==> src/design/fb_pkg.sv <==
package fb_pkg;

   //////////////////////////////
   // pixel and memory word types
   //////////////////////////////

   // one grey pixel
   typedef logic [7:0]  pixel_t;
   // four pixels per word, pixel 0 in the low byte is leftmost
   typedef logic [31:0] word_t;

   localparam int PIX_PER_WORD = 4;

   // raster position counters
   typedef logic [10:0] hcount_t;
   typedef logic [9:0]  vcount_t;

   //////////////////////////////
   // default geometry
   //////////////////////////////

   // horizontal, in pixels
   localparam int H_ACTIVE     = 16;
   localparam int H_SYNC_START = 18;
   localparam int H_SYNC_END   = 20;
   localparam int H_TOTAL      = 24;

   // vertical, in lines
   localparam int V_ACTIVE     = 8;
   localparam int V_SYNC_START = 8;
   localparam int V_SYNC_END   = 9;
   localparam int V_TOTAL      = 10;

   // 16 x 8 picture at four pixels per word fills 32 words
   localparam int ADDR_W   = 5;
   // write queue entries, also the packer's starting credits
   localparam int WQ_DEPTH = 4;

   typedef logic [ADDR_W-1:0] addr_t;

   // raster position and its decoded flags, all for the same pixel
   typedef struct packed {
      hcount_t hcount;
      vcount_t vcount;
      logic    hsync_n;
      logic    vsync_n;
      logic    blank;
   } raster_t;

   // one queued memory write
   typedef struct packed {
      addr_t addr;
      word_t data;
   } wr_req_t;

endpackage

==> src/design/capture_packer.sv <==
module capture_packer #(
   parameter int ADDR_W   = fb_pkg::ADDR_W,
   parameter int WQ_DEPTH = fb_pkg::WQ_DEPTH
) (
   input  logic            clk,
   input  logic            arst_n,
   input  fb_pkg::pixel_t  pix_in,
   input  logic            pix_valid,
   input  logic            pix_sof,
   input  logic            credit_ret,
   output logic            pix_ready,
   output fb_pkg::wr_req_t wr_req,
   output logic            wr_push
);
   import fb_pkg::*;

   localparam int CNT_W  = $clog2(PIX_PER_WORD);
   localparam int CRED_W = $clog2(WQ_DEPTH + 1);

   word_t             word_q;
   logic [CNT_W-1:0]  cnt_q;
   logic              full_q;
   logic [ADDR_W-1:0] addr_q;
   logic [CRED_W-1:0] credits_q;
   logic              accept;

   // stall only when a finished word has nowhere to go
   assign pix_ready = !(full_q && (credits_q == '0));
   assign accept    = pix_valid && pix_ready;
   assign wr_push   = full_q && (credits_q != '0);

   assign wr_req.addr = addr_q;
   assign wr_req.data = word_q;

   //////////////////////////////
   // pixel packing
   //////////////////////////////

   // new pixels enter at the top, so after four shifts
   // the first one sits in the low byte
   always_ff @(posedge clk) begin
      if (accept) begin
         word_q <= {pix_in, word_q[$bits(word_t)-1:$bits(pixel_t)]};
      end
   end

   always_ff @(posedge clk or negedge arst_n) begin
      if (!arst_n) begin
         cnt_q  <= '0;
         full_q <= 1'b0;
         addr_q <= '0;
      end else begin
         if (accept) begin
            if (pix_sof) begin
               // sof drops any partial word and opens word 0
               cnt_q <= CNT_W'(1);
            end else begin
               cnt_q <= cnt_q + 1'b1;
            end
         end

         // a word waiting for credit blocks input, so a push
         // and a word completion never meet in one cycle
         if (accept && !pix_sof && (cnt_q == CNT_W'(PIX_PER_WORD - 1))) begin
            full_q <= 1'b1;
         end else if (wr_push) begin
            full_q <= 1'b0;
         end

         // raster order, wraps naturally after the last word
         if (accept && pix_sof) begin
            addr_q <= '0;
         end else if (wr_push) begin
            addr_q <= addr_q + 1'b1;
         end
      end
   end

   //////////////////////////////
   // write credits
   //////////////////////////////

   // credits plus queue occupancy always equal WQ_DEPTH
   always_ff @(posedge clk or negedge arst_n) begin
      if (!arst_n) begin
         credits_q <= CRED_W'(WQ_DEPTH);
      end else begin
         unique case ({wr_push, credit_ret})
            2'b10:   credits_q <= credits_q - 1'b1;
            2'b01:   credits_q <= credits_q + 1'b1;
            default: credits_q <= credits_q;
         endcase
      end
   end

endmodule

==> src/design/display_fetch.sv <==
module display_fetch #(
   parameter int H_ACTIVE = fb_pkg::H_ACTIVE,
   parameter int H_TOTAL  = fb_pkg::H_TOTAL,
   parameter int V_ACTIVE = fb_pkg::V_ACTIVE,
   parameter int V_TOTAL  = fb_pkg::V_TOTAL,
   parameter int ADDR_W   = fb_pkg::ADDR_W
) (
   input  logic              clk,
   input  logic              arst_n,
   input  fb_pkg::raster_t   raster,
   input  fb_pkg::word_t     rd_data,
   output logic [ADDR_W-1:0] rd_addr,
   output logic              rd_en,
   output fb_pkg::pixel_t    video_out,
   output logic              hsync_n,
   output logic              vsync_n,
   output logic              blank
);
   import fb_pkg::*;

   // look-ahead equals the frame store read latency
   localparam int RD_LAT         = 2;
   localparam int BYTE_W         = $clog2(PIX_PER_WORD);
   localparam int WORDS_PER_LINE = H_ACTIVE / PIX_PER_WORD;

   hcount_t           h_f;
   vcount_t           v_f;
   logic [BYTE_W-1:0] sel_pipe [RD_LAT];

   //////////////////////////////
   // position forecast
   //////////////////////////////

   // two pixels ahead, wrapping into the next line and frame
   always_comb begin
      if (raster.hcount >= hcount_t'(H_TOTAL - RD_LAT)) begin
         h_f = raster.hcount - hcount_t'(H_TOTAL - RD_LAT);
         if (raster.vcount == vcount_t'(V_TOTAL - 1)) begin
            v_f = '0;
         end else begin
            v_f = raster.vcount + 1'b1;
         end
      end else begin
         h_f = raster.hcount + hcount_t'(RD_LAT);
         v_f = raster.vcount;
      end
   end

   // one read per word, only inside the picture
   assign rd_en   = (h_f < hcount_t'(H_ACTIVE)) && (v_f < vcount_t'(V_ACTIVE)) &&
                    (h_f[BYTE_W-1:0] == '0);
   assign rd_addr = ADDR_W'(v_f * WORDS_PER_LINE + h_f / PIX_PER_WORD);

   //////////////////////////////
   // byte index delay line
   //////////////////////////////

   // byte index of the forecast pixel follows its read through the memory
   always_ff @(posedge clk or negedge arst_n) begin
      if (!arst_n) begin
         for (int i = 0; i < RD_LAT; i++) begin
            sel_pipe[i] <= '0;
         end
      end else begin
         sel_pipe[0] <= h_f[BYTE_W-1:0];
         for (int i = 1; i < RD_LAT; i++) begin
            sel_pipe[i] <= sel_pipe[i-1];
         end
      end
   end

   //////////////////////////////
   // output stage
   //////////////////////////////

   // when the word returns, raster has reached the forecast pixel,
   // so its syncs and blank belong with the selected byte
   always_ff @(posedge clk or negedge arst_n) begin
      if (!arst_n) begin
         video_out <= '0;
         hsync_n   <= 1'b1;
         vsync_n   <= 1'b1;
         blank     <= 1'b0;
      end else begin
         hsync_n <= raster.hsync_n;
         vsync_n <= raster.vsync_n;
         blank   <= raster.blank;
         // black wherever blank is high
         if (raster.blank) begin
            video_out <= '0;
         end else begin
            video_out <= rd_data[$bits(pixel_t) * sel_pipe[RD_LAT-1] +: $bits(pixel_t)];
         end
      end
   end

endmodule

==> src/design/frame_store.sv <==
module frame_store #(
   parameter int ADDR_W   = fb_pkg::ADDR_W,
   parameter int WQ_DEPTH = fb_pkg::WQ_DEPTH
) (
   input  logic              clk,
   input  logic              arst_n,
   input  fb_pkg::wr_req_t   wr_req,
   input  logic              wr_push,
   input  logic [ADDR_W-1:0] rd_addr,
   input  logic              rd_en,
   output fb_pkg::word_t     rd_data,
   output logic              credit_ret
);
   import fb_pkg::*;

   localparam int PTR_W = (WQ_DEPTH > 1) ? $clog2(WQ_DEPTH) : 1;
   localparam int CNT_W = $clog2(WQ_DEPTH + 1);

   // write queue
   wr_req_t          queue [WQ_DEPTH];
   logic [PTR_W-1:0] head_q;
   logic [PTR_W-1:0] tail_q;
   logic [CNT_W-1:0] count_q;
   wr_req_t          head;
   logic             pop;

   // memory and read pipeline
   word_t             mem [2**ADDR_W];
   logic [ADDR_W-1:0] rd_addr_q;
   logic              rd_pend_q;

   //////////////////////////////
   // arbitration
   //////////////////////////////

   // display reads own the port, writes take the leftover cycles
   assign pop        = !rd_en && (count_q != '0);
   assign credit_ret = pop;
   assign head       = queue[head_q];

   //////////////////////////////
   // write queue
   //////////////////////////////

   always_ff @(posedge clk) begin
      if (wr_push) begin
         queue[tail_q] <= wr_req;
      end
   end

   always_ff @(posedge clk or negedge arst_n) begin
      if (!arst_n) begin
         head_q  <= '0;
         tail_q  <= '0;
         count_q <= '0;
      end else begin
         if (wr_push) begin
            tail_q <= (tail_q == PTR_W'(WQ_DEPTH - 1)) ? '0 : tail_q + 1'b1;
         end
         if (pop) begin
            head_q <= (head_q == PTR_W'(WQ_DEPTH - 1)) ? '0 : head_q + 1'b1;
         end
         // packer credits keep a push away from a full queue
         unique case ({wr_push, pop})
            2'b10:   count_q <= count_q + 1'b1;
            2'b01:   count_q <= count_q - 1'b1;
            default: count_q <= count_q;
         endcase
      end
   end

   //////////////////////////////
   // memory array
   //////////////////////////////

   // queue head goes to memory on a free port cycle
   always_ff @(posedge clk) begin
      if (pop) begin
         mem[head.addr] <= head.data;
      end
   end

   // registered address stage
   always_ff @(posedge clk) begin
      if (rd_en) begin
         rd_addr_q <= rd_addr;
      end
   end

   // registered data stage, two cycles after rd_en
   // data holds between reads so the fetch can unpack all four bytes
   always_ff @(posedge clk or negedge arst_n) begin
      if (!arst_n) begin
         rd_pend_q <= 1'b0;
         rd_data   <= '0;
      end else begin
         rd_pend_q <= rd_en;
         if (rd_pend_q) begin
            rd_data <= mem[rd_addr_q];
         end
      end
   end

endmodule

==> src/design/raster_timing.sv <==
module raster_timing #(
   parameter int H_ACTIVE     = fb_pkg::H_ACTIVE,
   parameter int H_SYNC_START = fb_pkg::H_SYNC_START,
   parameter int H_SYNC_END   = fb_pkg::H_SYNC_END,
   parameter int H_TOTAL      = fb_pkg::H_TOTAL,
   parameter int V_ACTIVE     = fb_pkg::V_ACTIVE,
   parameter int V_SYNC_START = fb_pkg::V_SYNC_START,
   parameter int V_SYNC_END   = fb_pkg::V_SYNC_END,
   parameter int V_TOTAL      = fb_pkg::V_TOTAL
) (
   input  logic            clk,
   input  logic            arst_n,
   output fb_pkg::raster_t raster
);
   import fb_pkg::*;

   hcount_t h_nxt;
   vcount_t v_nxt;
   logic    end_of_line;

   //////////////////////////////
   // next position
   //////////////////////////////

   assign end_of_line = (raster.hcount == hcount_t'(H_TOTAL - 1));

   always_comb begin
      if (end_of_line) begin
         h_nxt = '0;
         // line counter steps only at end of line
         if (raster.vcount == vcount_t'(V_TOTAL - 1)) begin
            v_nxt = '0;
         end else begin
            v_nxt = raster.vcount + 1'b1;
         end
      end else begin
         h_nxt = raster.hcount + 1'b1;
         v_nxt = raster.vcount;
      end
   end

   //////////////////////////////
   // counters and decoded flags
   //////////////////////////////

   // flags decode the next position so they land with the counters
   always_ff @(posedge clk or negedge arst_n) begin
      if (!arst_n) begin
         // position (0,0) is active and outside both sync pulses
         raster.hcount  <= '0;
         raster.vcount  <= '0;
         raster.hsync_n <= 1'b1;
         raster.vsync_n <= 1'b1;
         raster.blank   <= 1'b0;
      end else begin
         raster.hcount  <= h_nxt;
         raster.vcount  <= v_nxt;
         // active low syncs
         raster.hsync_n <= !((h_nxt >= hcount_t'(H_SYNC_START)) &&
                             (h_nxt <  hcount_t'(H_SYNC_END)));
         raster.vsync_n <= !((v_nxt >= vcount_t'(V_SYNC_START)) &&
                             (v_nxt <  vcount_t'(V_SYNC_END)));
         // blank anywhere outside the picture
         raster.blank   <= (h_nxt >= hcount_t'(H_ACTIVE)) ||
                           (v_nxt >= vcount_t'(V_ACTIVE));
      end
   end

endmodule

==> src/design/video_fb_top.sv <==
module video_fb_top #(
   parameter int H_ACTIVE     = fb_pkg::H_ACTIVE,
   parameter int H_SYNC_START = fb_pkg::H_SYNC_START,
   parameter int H_SYNC_END   = fb_pkg::H_SYNC_END,
   parameter int H_TOTAL      = fb_pkg::H_TOTAL,
   parameter int V_ACTIVE     = fb_pkg::V_ACTIVE,
   parameter int V_SYNC_START = fb_pkg::V_SYNC_START,
   parameter int V_SYNC_END   = fb_pkg::V_SYNC_END,
   parameter int V_TOTAL      = fb_pkg::V_TOTAL,
   parameter int ADDR_W       = fb_pkg::ADDR_W,
   parameter int WQ_DEPTH     = fb_pkg::WQ_DEPTH
) (
   input  logic           clk,
   input  logic           arst_n,
   input  fb_pkg::pixel_t pix_in,
   input  logic           pix_valid,
   input  logic           pix_sof,
   output logic           pix_ready,
   output fb_pkg::pixel_t video_out,
   output logic           hsync_n,
   output logic           vsync_n,
   output logic           blank
);
   import fb_pkg::*;

   // packer to frame store
   wr_req_t wr_req;
   logic    wr_push;
   logic    credit_ret;

   // display fetch to frame store
   logic [ADDR_W-1:0] rd_addr;
   logic              rd_en;
   word_t             rd_data;

   raster_t raster;

   //////////////////////////////
   // capture side
   //////////////////////////////

   capture_packer #(
      .ADDR_W   (ADDR_W),
      .WQ_DEPTH (WQ_DEPTH)
   ) u_packer (
      .clk        (clk),
      .arst_n     (arst_n),
      .pix_in     (pix_in),
      .pix_valid  (pix_valid),
      .pix_sof    (pix_sof),
      .credit_ret (credit_ret),
      .pix_ready  (pix_ready),
      .wr_req     (wr_req),
      .wr_push    (wr_push)
   );

   frame_store #(
      .ADDR_W   (ADDR_W),
      .WQ_DEPTH (WQ_DEPTH)
   ) u_store (
      .clk        (clk),
      .arst_n     (arst_n),
      .wr_req     (wr_req),
      .wr_push    (wr_push),
      .rd_addr    (rd_addr),
      .rd_en      (rd_en),
      .rd_data    (rd_data),
      .credit_ret (credit_ret)
   );

   //////////////////////////////
   // display side
   //////////////////////////////

   raster_timing #(
      .H_ACTIVE     (H_ACTIVE),
      .H_SYNC_START (H_SYNC_START),
      .H_SYNC_END   (H_SYNC_END),
      .H_TOTAL      (H_TOTAL),
      .V_ACTIVE     (V_ACTIVE),
      .V_SYNC_START (V_SYNC_START),
      .V_SYNC_END   (V_SYNC_END),
      .V_TOTAL      (V_TOTAL)
   ) u_raster (
      .clk    (clk),
      .arst_n (arst_n),
      .raster (raster)
   );

   display_fetch #(
      .H_ACTIVE (H_ACTIVE),
      .H_TOTAL  (H_TOTAL),
      .V_ACTIVE (V_ACTIVE),
      .V_TOTAL  (V_TOTAL),
      .ADDR_W   (ADDR_W)
   ) u_fetch (
      .clk       (clk),
      .arst_n    (arst_n),
      .raster    (raster),
      .rd_data   (rd_data),
      .rd_addr   (rd_addr),
      .rd_en     (rd_en),
      .video_out (video_out),
      .hsync_n   (hsync_n),
      .vsync_n   (vsync_n),
      .blank     (blank)
   );

endmodule

==> config.mk <==
export PLATFORM = sky130hd
export DESIGN_NAME = video_fb_top
export DESIGN_NICKNAME = d
export VERILOG_FILES = /design/src/design/fb_pkg.sv /design/src/design/capture_packer.sv /design/src/design/display_fetch.sv /design/src/design/frame_store.sv /design/src/design/raster_timing.sv /design/src/design/video_fb_top.sv
export SDC_FILE = /design/constraint.sdc
export NUM_CORES = 1
export LEC_CHECK = 0
export CORE_ASPECT_RATIO = 1.4
export CORE_MARGIN = 3
export CORE_UTILIZATION = 42
export DETAILED_ROUTE_END_ITERATION = 12
export DONT_BUFFER_PORTS = 1
export GPL_TIMING_DRIVEN = 0
export SYNTH_ARGS = -nofsm -noshare
export SYNTH_HDL_FRONTEND = slang
export SYNTH_SLANG_ARGS = --single-unit
==> constraint.sdc <==
create_clock -name clk -period 5.25 [get_ports clk]
set_input_delay 0.2625 -clock clk [delete_from_list [all_inputs] [get_ports clk]]
set_output_delay 0.2625 -clock clk [all_outputs]
set_load 0.02 [all_outputs]
# Yosys cells after proc, flatten, opt, wreduce, memory -nomap -nowiden
# Memory sizes are Yosys's and may differ from the RTL's. A register that Yosys moved wholly into a read port is not among the register bits.
# Index checks and enable logic that the tools add are counted.
classes:
  addsub: 13
  mul: 0
  div: 0
  order_cmp: 8
  eq_ne: 7
  shift: 1
  mux: 19
  n_bitwise: 0
  reduce_logical: 25
op_table:
  columns: ["op", "count"]
  rows:
  - ["$ge A11 B5 Y1 const B", 3]
  - ["$shiftx A32 B6 Y8", 1]
  - ["$mux W10", 3]
  - ["$lt A11 B5 Y1 const B", 2]
  - ["$mux W11", 2]
  - ["$lt A10 B4 Y1 const B", 2]
  - ["$pmux W3 S2", 2]
  - ["$add A11 B1 Y11 const B", 1]
  - ["$add A11 B2 Y11 const B", 1]
  - ["$eq A11 B5 Y1 const B", 1]
  - ["$logic_and A1 B1 Y1", 11]
  - ["$sub A11 B5 Y11 const B", 1]
  - ["$add A10 B1 Y10 const B", 1]
  - ["$eq A10 B4 Y1 const B", 1]
  - ["$ge A10 B4 Y1 const B", 1]
  - ["$mux W5", 2]
  - ["$eq A2 B2 Y1 const B", 4]
  - ["$mux W8", 1]
  - ["$add A2 B1 Y2 const B", 3]
  - ["$add A3 B1 Y3 const B", 2]
  - ["$logic_not A1 Y1", 6]
  - ["$mux W1", 6]
  - ["$mux W2", 3]
  - ["$reduce_bool A2 Y1", 3]
  - ["other kinds (8)", 10]
totals:
  register_bits: 95
  latchBits: 0
  ramBits: 1172
  rom_bits: 0
  in_bits: 12
  output_inout_bits: 12
  wordCells: 96
  memories: 2
mem_list:
  columns: ["memory", "depth", "word_bits", "rd", "rd_ports_with_merged_regs", "write_ports", "line", "source"]
  rows:
  - ["u_store.mem", 32, 32, 1, 1, 1, "frame_store.sv:28", "word_t mem [2**ADDR_W];"]
  - ["u_store.queue", 4, 37, 1, 0, 1, "frame_store.sv:20", "wr_req_t queue [WQ_DEPTH];"]

# Logic depth before layout (Yosys ltp)
logic_depth:
  depth_word: 10
  ltp_mapped: 15
  ltp_nobuf: 14

# Cells and area by module
# Synthesis repeated with hierarchy kept, for this count alone.
unflattened:
  cells_unflattened: 2774
  area_unflattened_um2: 50843.8
modules_own_cells:
  columns: ["module", "n_inst", "cells_each", "area_each_um2", "seq_area_each_um2"]
  rows:
  - ["frame_store", 1, 2439, 46716.1, 36344.9]
  - ["capture_packer", 1, 84, 1550.2, 1237.4]
  - ["raster_timing", 1, 144, 1397.6, 603.1]
  - ["display_fetch", 1, 107, 1179.9, 377.9]

# Worst setup path after synthesis
# OpenSTA, ideal clock, no wires.
synth_timing:
  path_kind: "reg-to-reg"
  startpoint: "register, netlist name u_raster.raster[14]"
  endpoint: "memory u_store.mem[14][0] (netlist name) (enable)"
  setup_time_ns: 0.421
  arrival_ns: 3.418
  required_time_ns: 4.829
  path_slack_ns: 1.411
  path_stages_with_launch: 9
  n_path_buf: 2
  synth_period_minus_slack_ns: 3.839
  path_cell_list: "dfrtp_1 -> ha_1 -> clkbuf_1 -> a211o_1 -> a211oi_2 -> buf_4 -> o311ai_2 -> o211ai_2 -> nor2_1"
synth_between:
  elab_chain_len: 9
  word_cells_on_any_way: 14
  cone_classes: "add/sub (2); order compare (3); mux (4); reduce/logical (5)"
synth_rtl:
  columns: ["item", "line", "source"]
  rows:
  - ["$add A11 B2 Y11, or another cell as far along", "display_fetch.sv:44", "h_f = raster.hcount + hcount_t'(RD_LAT);"]
  - ["$mux W11 / $mux W10 (equally long branches)", "display_fetch.sv:36", "if (raster.hcount >= hcount_t'(H_TOTAL - RD_LAT)) begin"]
  - ["$lt A11 B5 Y1 / $lt A10 B4 Y1 (equally long branches)", "display_fetch.sv:50", "assign rd_en = (h_f < hcount_t'(H_ACTIVE)) && (v_f < vcount_t'(V_ACTIVE)) &&"]
  - ["$logic_and A1 B1 Y1", "display_fetch.sv:50", null]
  - ["$logic_and A1 B1 Y1 (*)", "display_fetch.sv:50", null]
  - ["$logic_not A1 Y1 (*)", "frame_store.sv:37", "assign pop = !rd_en && (count_q != '0);"]
  - ["$logic_and A1 B1 Y1 (*)", "frame_store.sv:37", null]
  - ["$mux W1 (*)", "frame_store.sv:78", "if (pop) begin"]
  - ["$mux W1 (not written as such) (*)", "frame_store.sv:79", "mem[head.addr] <= head.data;"]
  - ["end: declaration", "frame_store.sv:28", null]
# Mark *: on every way between the ends. The rest lies on a longest branch, timed or not.

# Worst setup path after layout
layout_timing:
  startpoint: "register, netlist name u_raster.raster[14]"
  endpoint: "memory u_store.mem[30][6] (netlist name) (enable)"
layout_between:
  elab_chain_len: 9
  word_cells_on_any_way: 14
  cone_classes: "add/sub (2); order compare (3); mux (4); reduce/logical (5)"
layout_rtl:
  columns: ["item", "line"]
  rows:
  - ["$add A11 B2 Y11, or another cell as far along", "display_fetch.sv:44"]
  - ["$mux W11 / $mux W10 (equally long branches)", "display_fetch.sv:36"]
  - ["$lt A11 B5 Y1 / $lt A10 B4 Y1 (equally long branches)", "display_fetch.sv:50"]
  - ["$logic_and A1 B1 Y1", "display_fetch.sv:50"]
  - ["$logic_and A1 B1 Y1 (*)", "display_fetch.sv:50"]
  - ["$logic_not A1 Y1 (*)", "frame_store.sv:37"]
  - ["$logic_and A1 B1 Y1 (*)", "frame_store.sv:37"]
  - ["$mux W1 (*)", "frame_store.sv:78"]
  - ["$mux W1 (not written as such) (*)", "frame_store.sv:79"]
# Marked as above.

==> impl_metrics.ini <==
[clock_tree]
cts_resized = 0
cts-root-buf = clkbuf_16
cts_tree = yes
clk_pin_slew_ns = 0.06
cts_post_setup_buffers_inserted = 0
cts.sinks = 1299
cts_buffer_depth = 3
cts_hold_buf = 13
insertion_delay_ns = 0.72
htreeDepth = 3
numCtsBuffers = 114

[route]
route.detailed.drc = 0
wl_per_cell_um = 29.33
drtIter0Drc = 2127
via_per_inst = 5.613
first_pass_iters = 7
ant_nets = 0
routed_wl_um = 117500
vias = 22490

[finish]
nets = 2363
multi_input_area_um2 = 10920
register_area_um2 = 38560
syn2layout_area_growth_pct = 13.78
drive_gt1_share_pct = 27.65
utilization_pct = 48.42
fillerInstances = 9484

[critical_path]
critical_path_class = flop to flop
crit_required_ns = 5.67
rr_endpoint = u_store.mem[30][6]
timing.rr.start = u_raster.raster[14]
critPathLaunchType = flop
crit_start = u_raster.raster[14]
worstPathArrival_ns = 4.57
end_kind = flop
r2r_cells = 9
reg2reg_slack_ns = 1.10
worst-path-max-fanout = 20
critPathCapture = u_store.mem[30][6]

[pwr]
power_density_nw_per_um2 = 345.0
peakVddDrop_mv = 0.2375
p_leak_nw = 18.38

[timing]
tightestPinTransition_ns = 1.363
drv_slew = 0
setup_viol = 0
maxSlewHeadroom_pct = 9.146
hold_viol_final = 0
fmax_mhz = 240.8
skew_ns = 0.02150
period_needed_ns = 4.153
holdWs_ns = 0.07968
fin_crit_sh_pct = 79.10
rsz0062_at_grt = false

[status]
outcome = complete, no violations

[synthesis]
synth_nets = 2198
synth.distinct_cells = 65
ys_seq_elements = 1299
syn-instance-count = 2169
synthFlopType = edfxtp_1
ys_seq_area_share_pct = 77.42
netlist_area_um2 = 49810
synth_area_per_cell_um2 = 22.96
synth_edf_count = 1209
postSynth.asyncResetShare_pct = 6.928
ys.warnings.count = 0

[die]
rows = 148
io_pins = 24
die_w_um = 297.0
coreArea_um2 = 117000
die_area_um2 = 122800
start_util_pct = 42.56
die_h_um = 413.5

[global_routing]
grt_pass1_vias = 24050
grt_pass1_wl_um = 169400
grt_max_degree = 91
grt_overflow = 0
grtUsageTotal_pct = 19.35
antenna_found_initial = 2

[place]
gp_congestion = 0.8286
port_buffers = 0
place_hpwl_um = 77690

[flow_run]
cap_violations = 0

[worst_hold_path]
worstHoldPathType = primary input to asynchronous set/reset pin
## cell usage in the layout, fill, tap and decap left out, types with 5 or more instances in the layout
cell type	n
buf_1	14
clkbuf_16	116
nor3_1	12
nor2_4	32
buf_12	29
nand2_1	32
buf_2	35
xor2_1	11
ha_1	14
nor2b_1	10
buf_16	8
mux4_2	365
dfrtp_1	85
mux2i_1	34
o21ai_0	10
clkbuf_1	95
inv_1	20
dfstp_2	5
and3_1	8
clkinv_1	8
edfxtp_1	1209
bufinv_16	10
clkbuf_8	10
nand3_1	9
a21oi_1	37
or3_1	6
nor2_1	57
clkinv_2	23
xnor2_1	25
nand4_1	9
dlygate4sd3_1	12
## cells by family after synthesis
logic type,synth area share [%]
and+or+nand+nor,1.964
xor gates and xnor gates,0.6330
buffers and inverters,1.135
DFF,77.42
adders and majority gates,0.4924
muxes,17.30
AOI/OAI and AO/OA,1.050
## final cells by class
cell class                      count  share of cell area [%]
Antenna cell                        1                0.004416
Inverter                           21                  0.1391
Timing Repair Buffer               49                   1.625
Clock inverter                     51                  0.9758
Tap cell                         1575                   3.477
Sequential cell                  1299                   68.05
Multi-Input combinational cell    736                   19.28
Clock buffer                      161                   5.597
Buffer                            113                  0.8588
## state kept, by name, indices dropped and copies added, names as in the netlist, 2 cells and up
| register | flops |
|---|---|
| u_store.rd_data | 32 |
| u_store.queue | 148 |
| u_fetch.video_out | 8 |
| u_packer.cnt_q | 2 |
| u_store.tail_q | 2 |
| u_store.head_q | 2 |
| u_store.mem | 1024 |
| u_raster.raster | 24 |
| u_fetch.sel_pipe | 4 |
| u_packer.credits_q | 3 |
| u_store.count_q | 3 |
| u_packer.addr_q | 5 |
| u_store.rd_addr_q | 5 |
| u_packer.word_q | 32 |
## cell usage after synthesis, types with 5 or more instances
| master | instances | area (um^2) |
|---|---|---|
| edfxtp_1 | 1209 | 36300 |
| mux4_2 | 365 | 8220 |
| nor2_1 | 89 | 334.1 |
| dfrtp_1 | 85 | 2127 |
| clkbuf_1 | 60 | 225.2 |
| a21oi_1 | 37 | 185.2 |
| buf_2 | 35 | 175.2 |
| mux2i_1 | 34 | 340.3 |
| nand2_1 | 32 | 120.1 |
| xnor2_1 | 25 | 219.0 |
| inv_1 | 21 | 78.83 |
| buf_1 | 14 | 52.55 |
| ha_1 | 14 | 175.2 |
| nor3_1 | 12 | 60.06 |
| xor2_1 | 11 | 96.34 |
| nor2b_1 | 10 | 62.56 |
| o21ai_0 | 10 | 50.05 |
| nand3_1 | 9 | 45.04 |
| nand4_1 | 9 | 56.30 |
| and3_1 | 8 | 50.05 |
| or3_1 | 6 | 37.54 |
| dfstp_2 | 5 | 131.4 |
## metrics by stage
stage,TNS (ns),power [W],instances,setup slack (ns),area [um^2]
detailed placement,0,0.01137,3780,1.020,52800
CTS,0,0.01971,4005,0.9951,56670
global placement,-755.84,0.01137,3744,-0.9922,51780
finish,0,0.01955,4006,1.097,56670
floorplan,0,0.01137,2169,1.411,49810
global route,0,0.02009,4005,0.7694,56670
## how the worst min path moves through the flow
stage          startpoint                    to  slack, ns
2_1_floorplan      arst_n         u_fetch.blank      -0.03
3_3_place_gp       arst_n  u_fetch.video_out[3]      -0.03
3_5_place_dp       arst_n  u_fetch.video_out[3]      -0.03
4_1_cts            arst_n  u_fetch.video_out[4]        0.1
5_1_grt            arst_n  u_fetch.video_out[4]       0.13
6_report           arst_n  u_fetch.video_out[3]       0.08
## report_power, final
group	total [W]	switching [W]	internal, W	leakage (nW)
Combinational	0.0000249	0.0000172	0.00000775	4.55
Sequential	0.0111	0	0.0111	12.0
Clock	0.00838	0.00367	0.00471	1.83
Total	0.0196	0.00369	0.0159	18.4
## worst max-delay path, cell delays in order, from the launching register on
cell and delay [ns]:
dfrtp_1 0.51, ha_1 0.20, clkbuf_1 0.29, a211o_1 0.16, a211oi_2 0.08, buf_4 0.18
o311ai_2 0.66, o211ai_2 0.57, nor2_4 0.90, buf_16 0.25
## routing by layer
layer  up-vias  share of wire [%]  routed length [um]  GRT usage [%]
met5         -                  0                   0              0
met4         0                5.0                5912          9.368
met3       205                5.3                6258          2.914
met2       748                 54               63350          35.27
met1     12110                 36               41980          22.41
li1       9428                  -                   -              -
(Power assumes the default switching activity.)
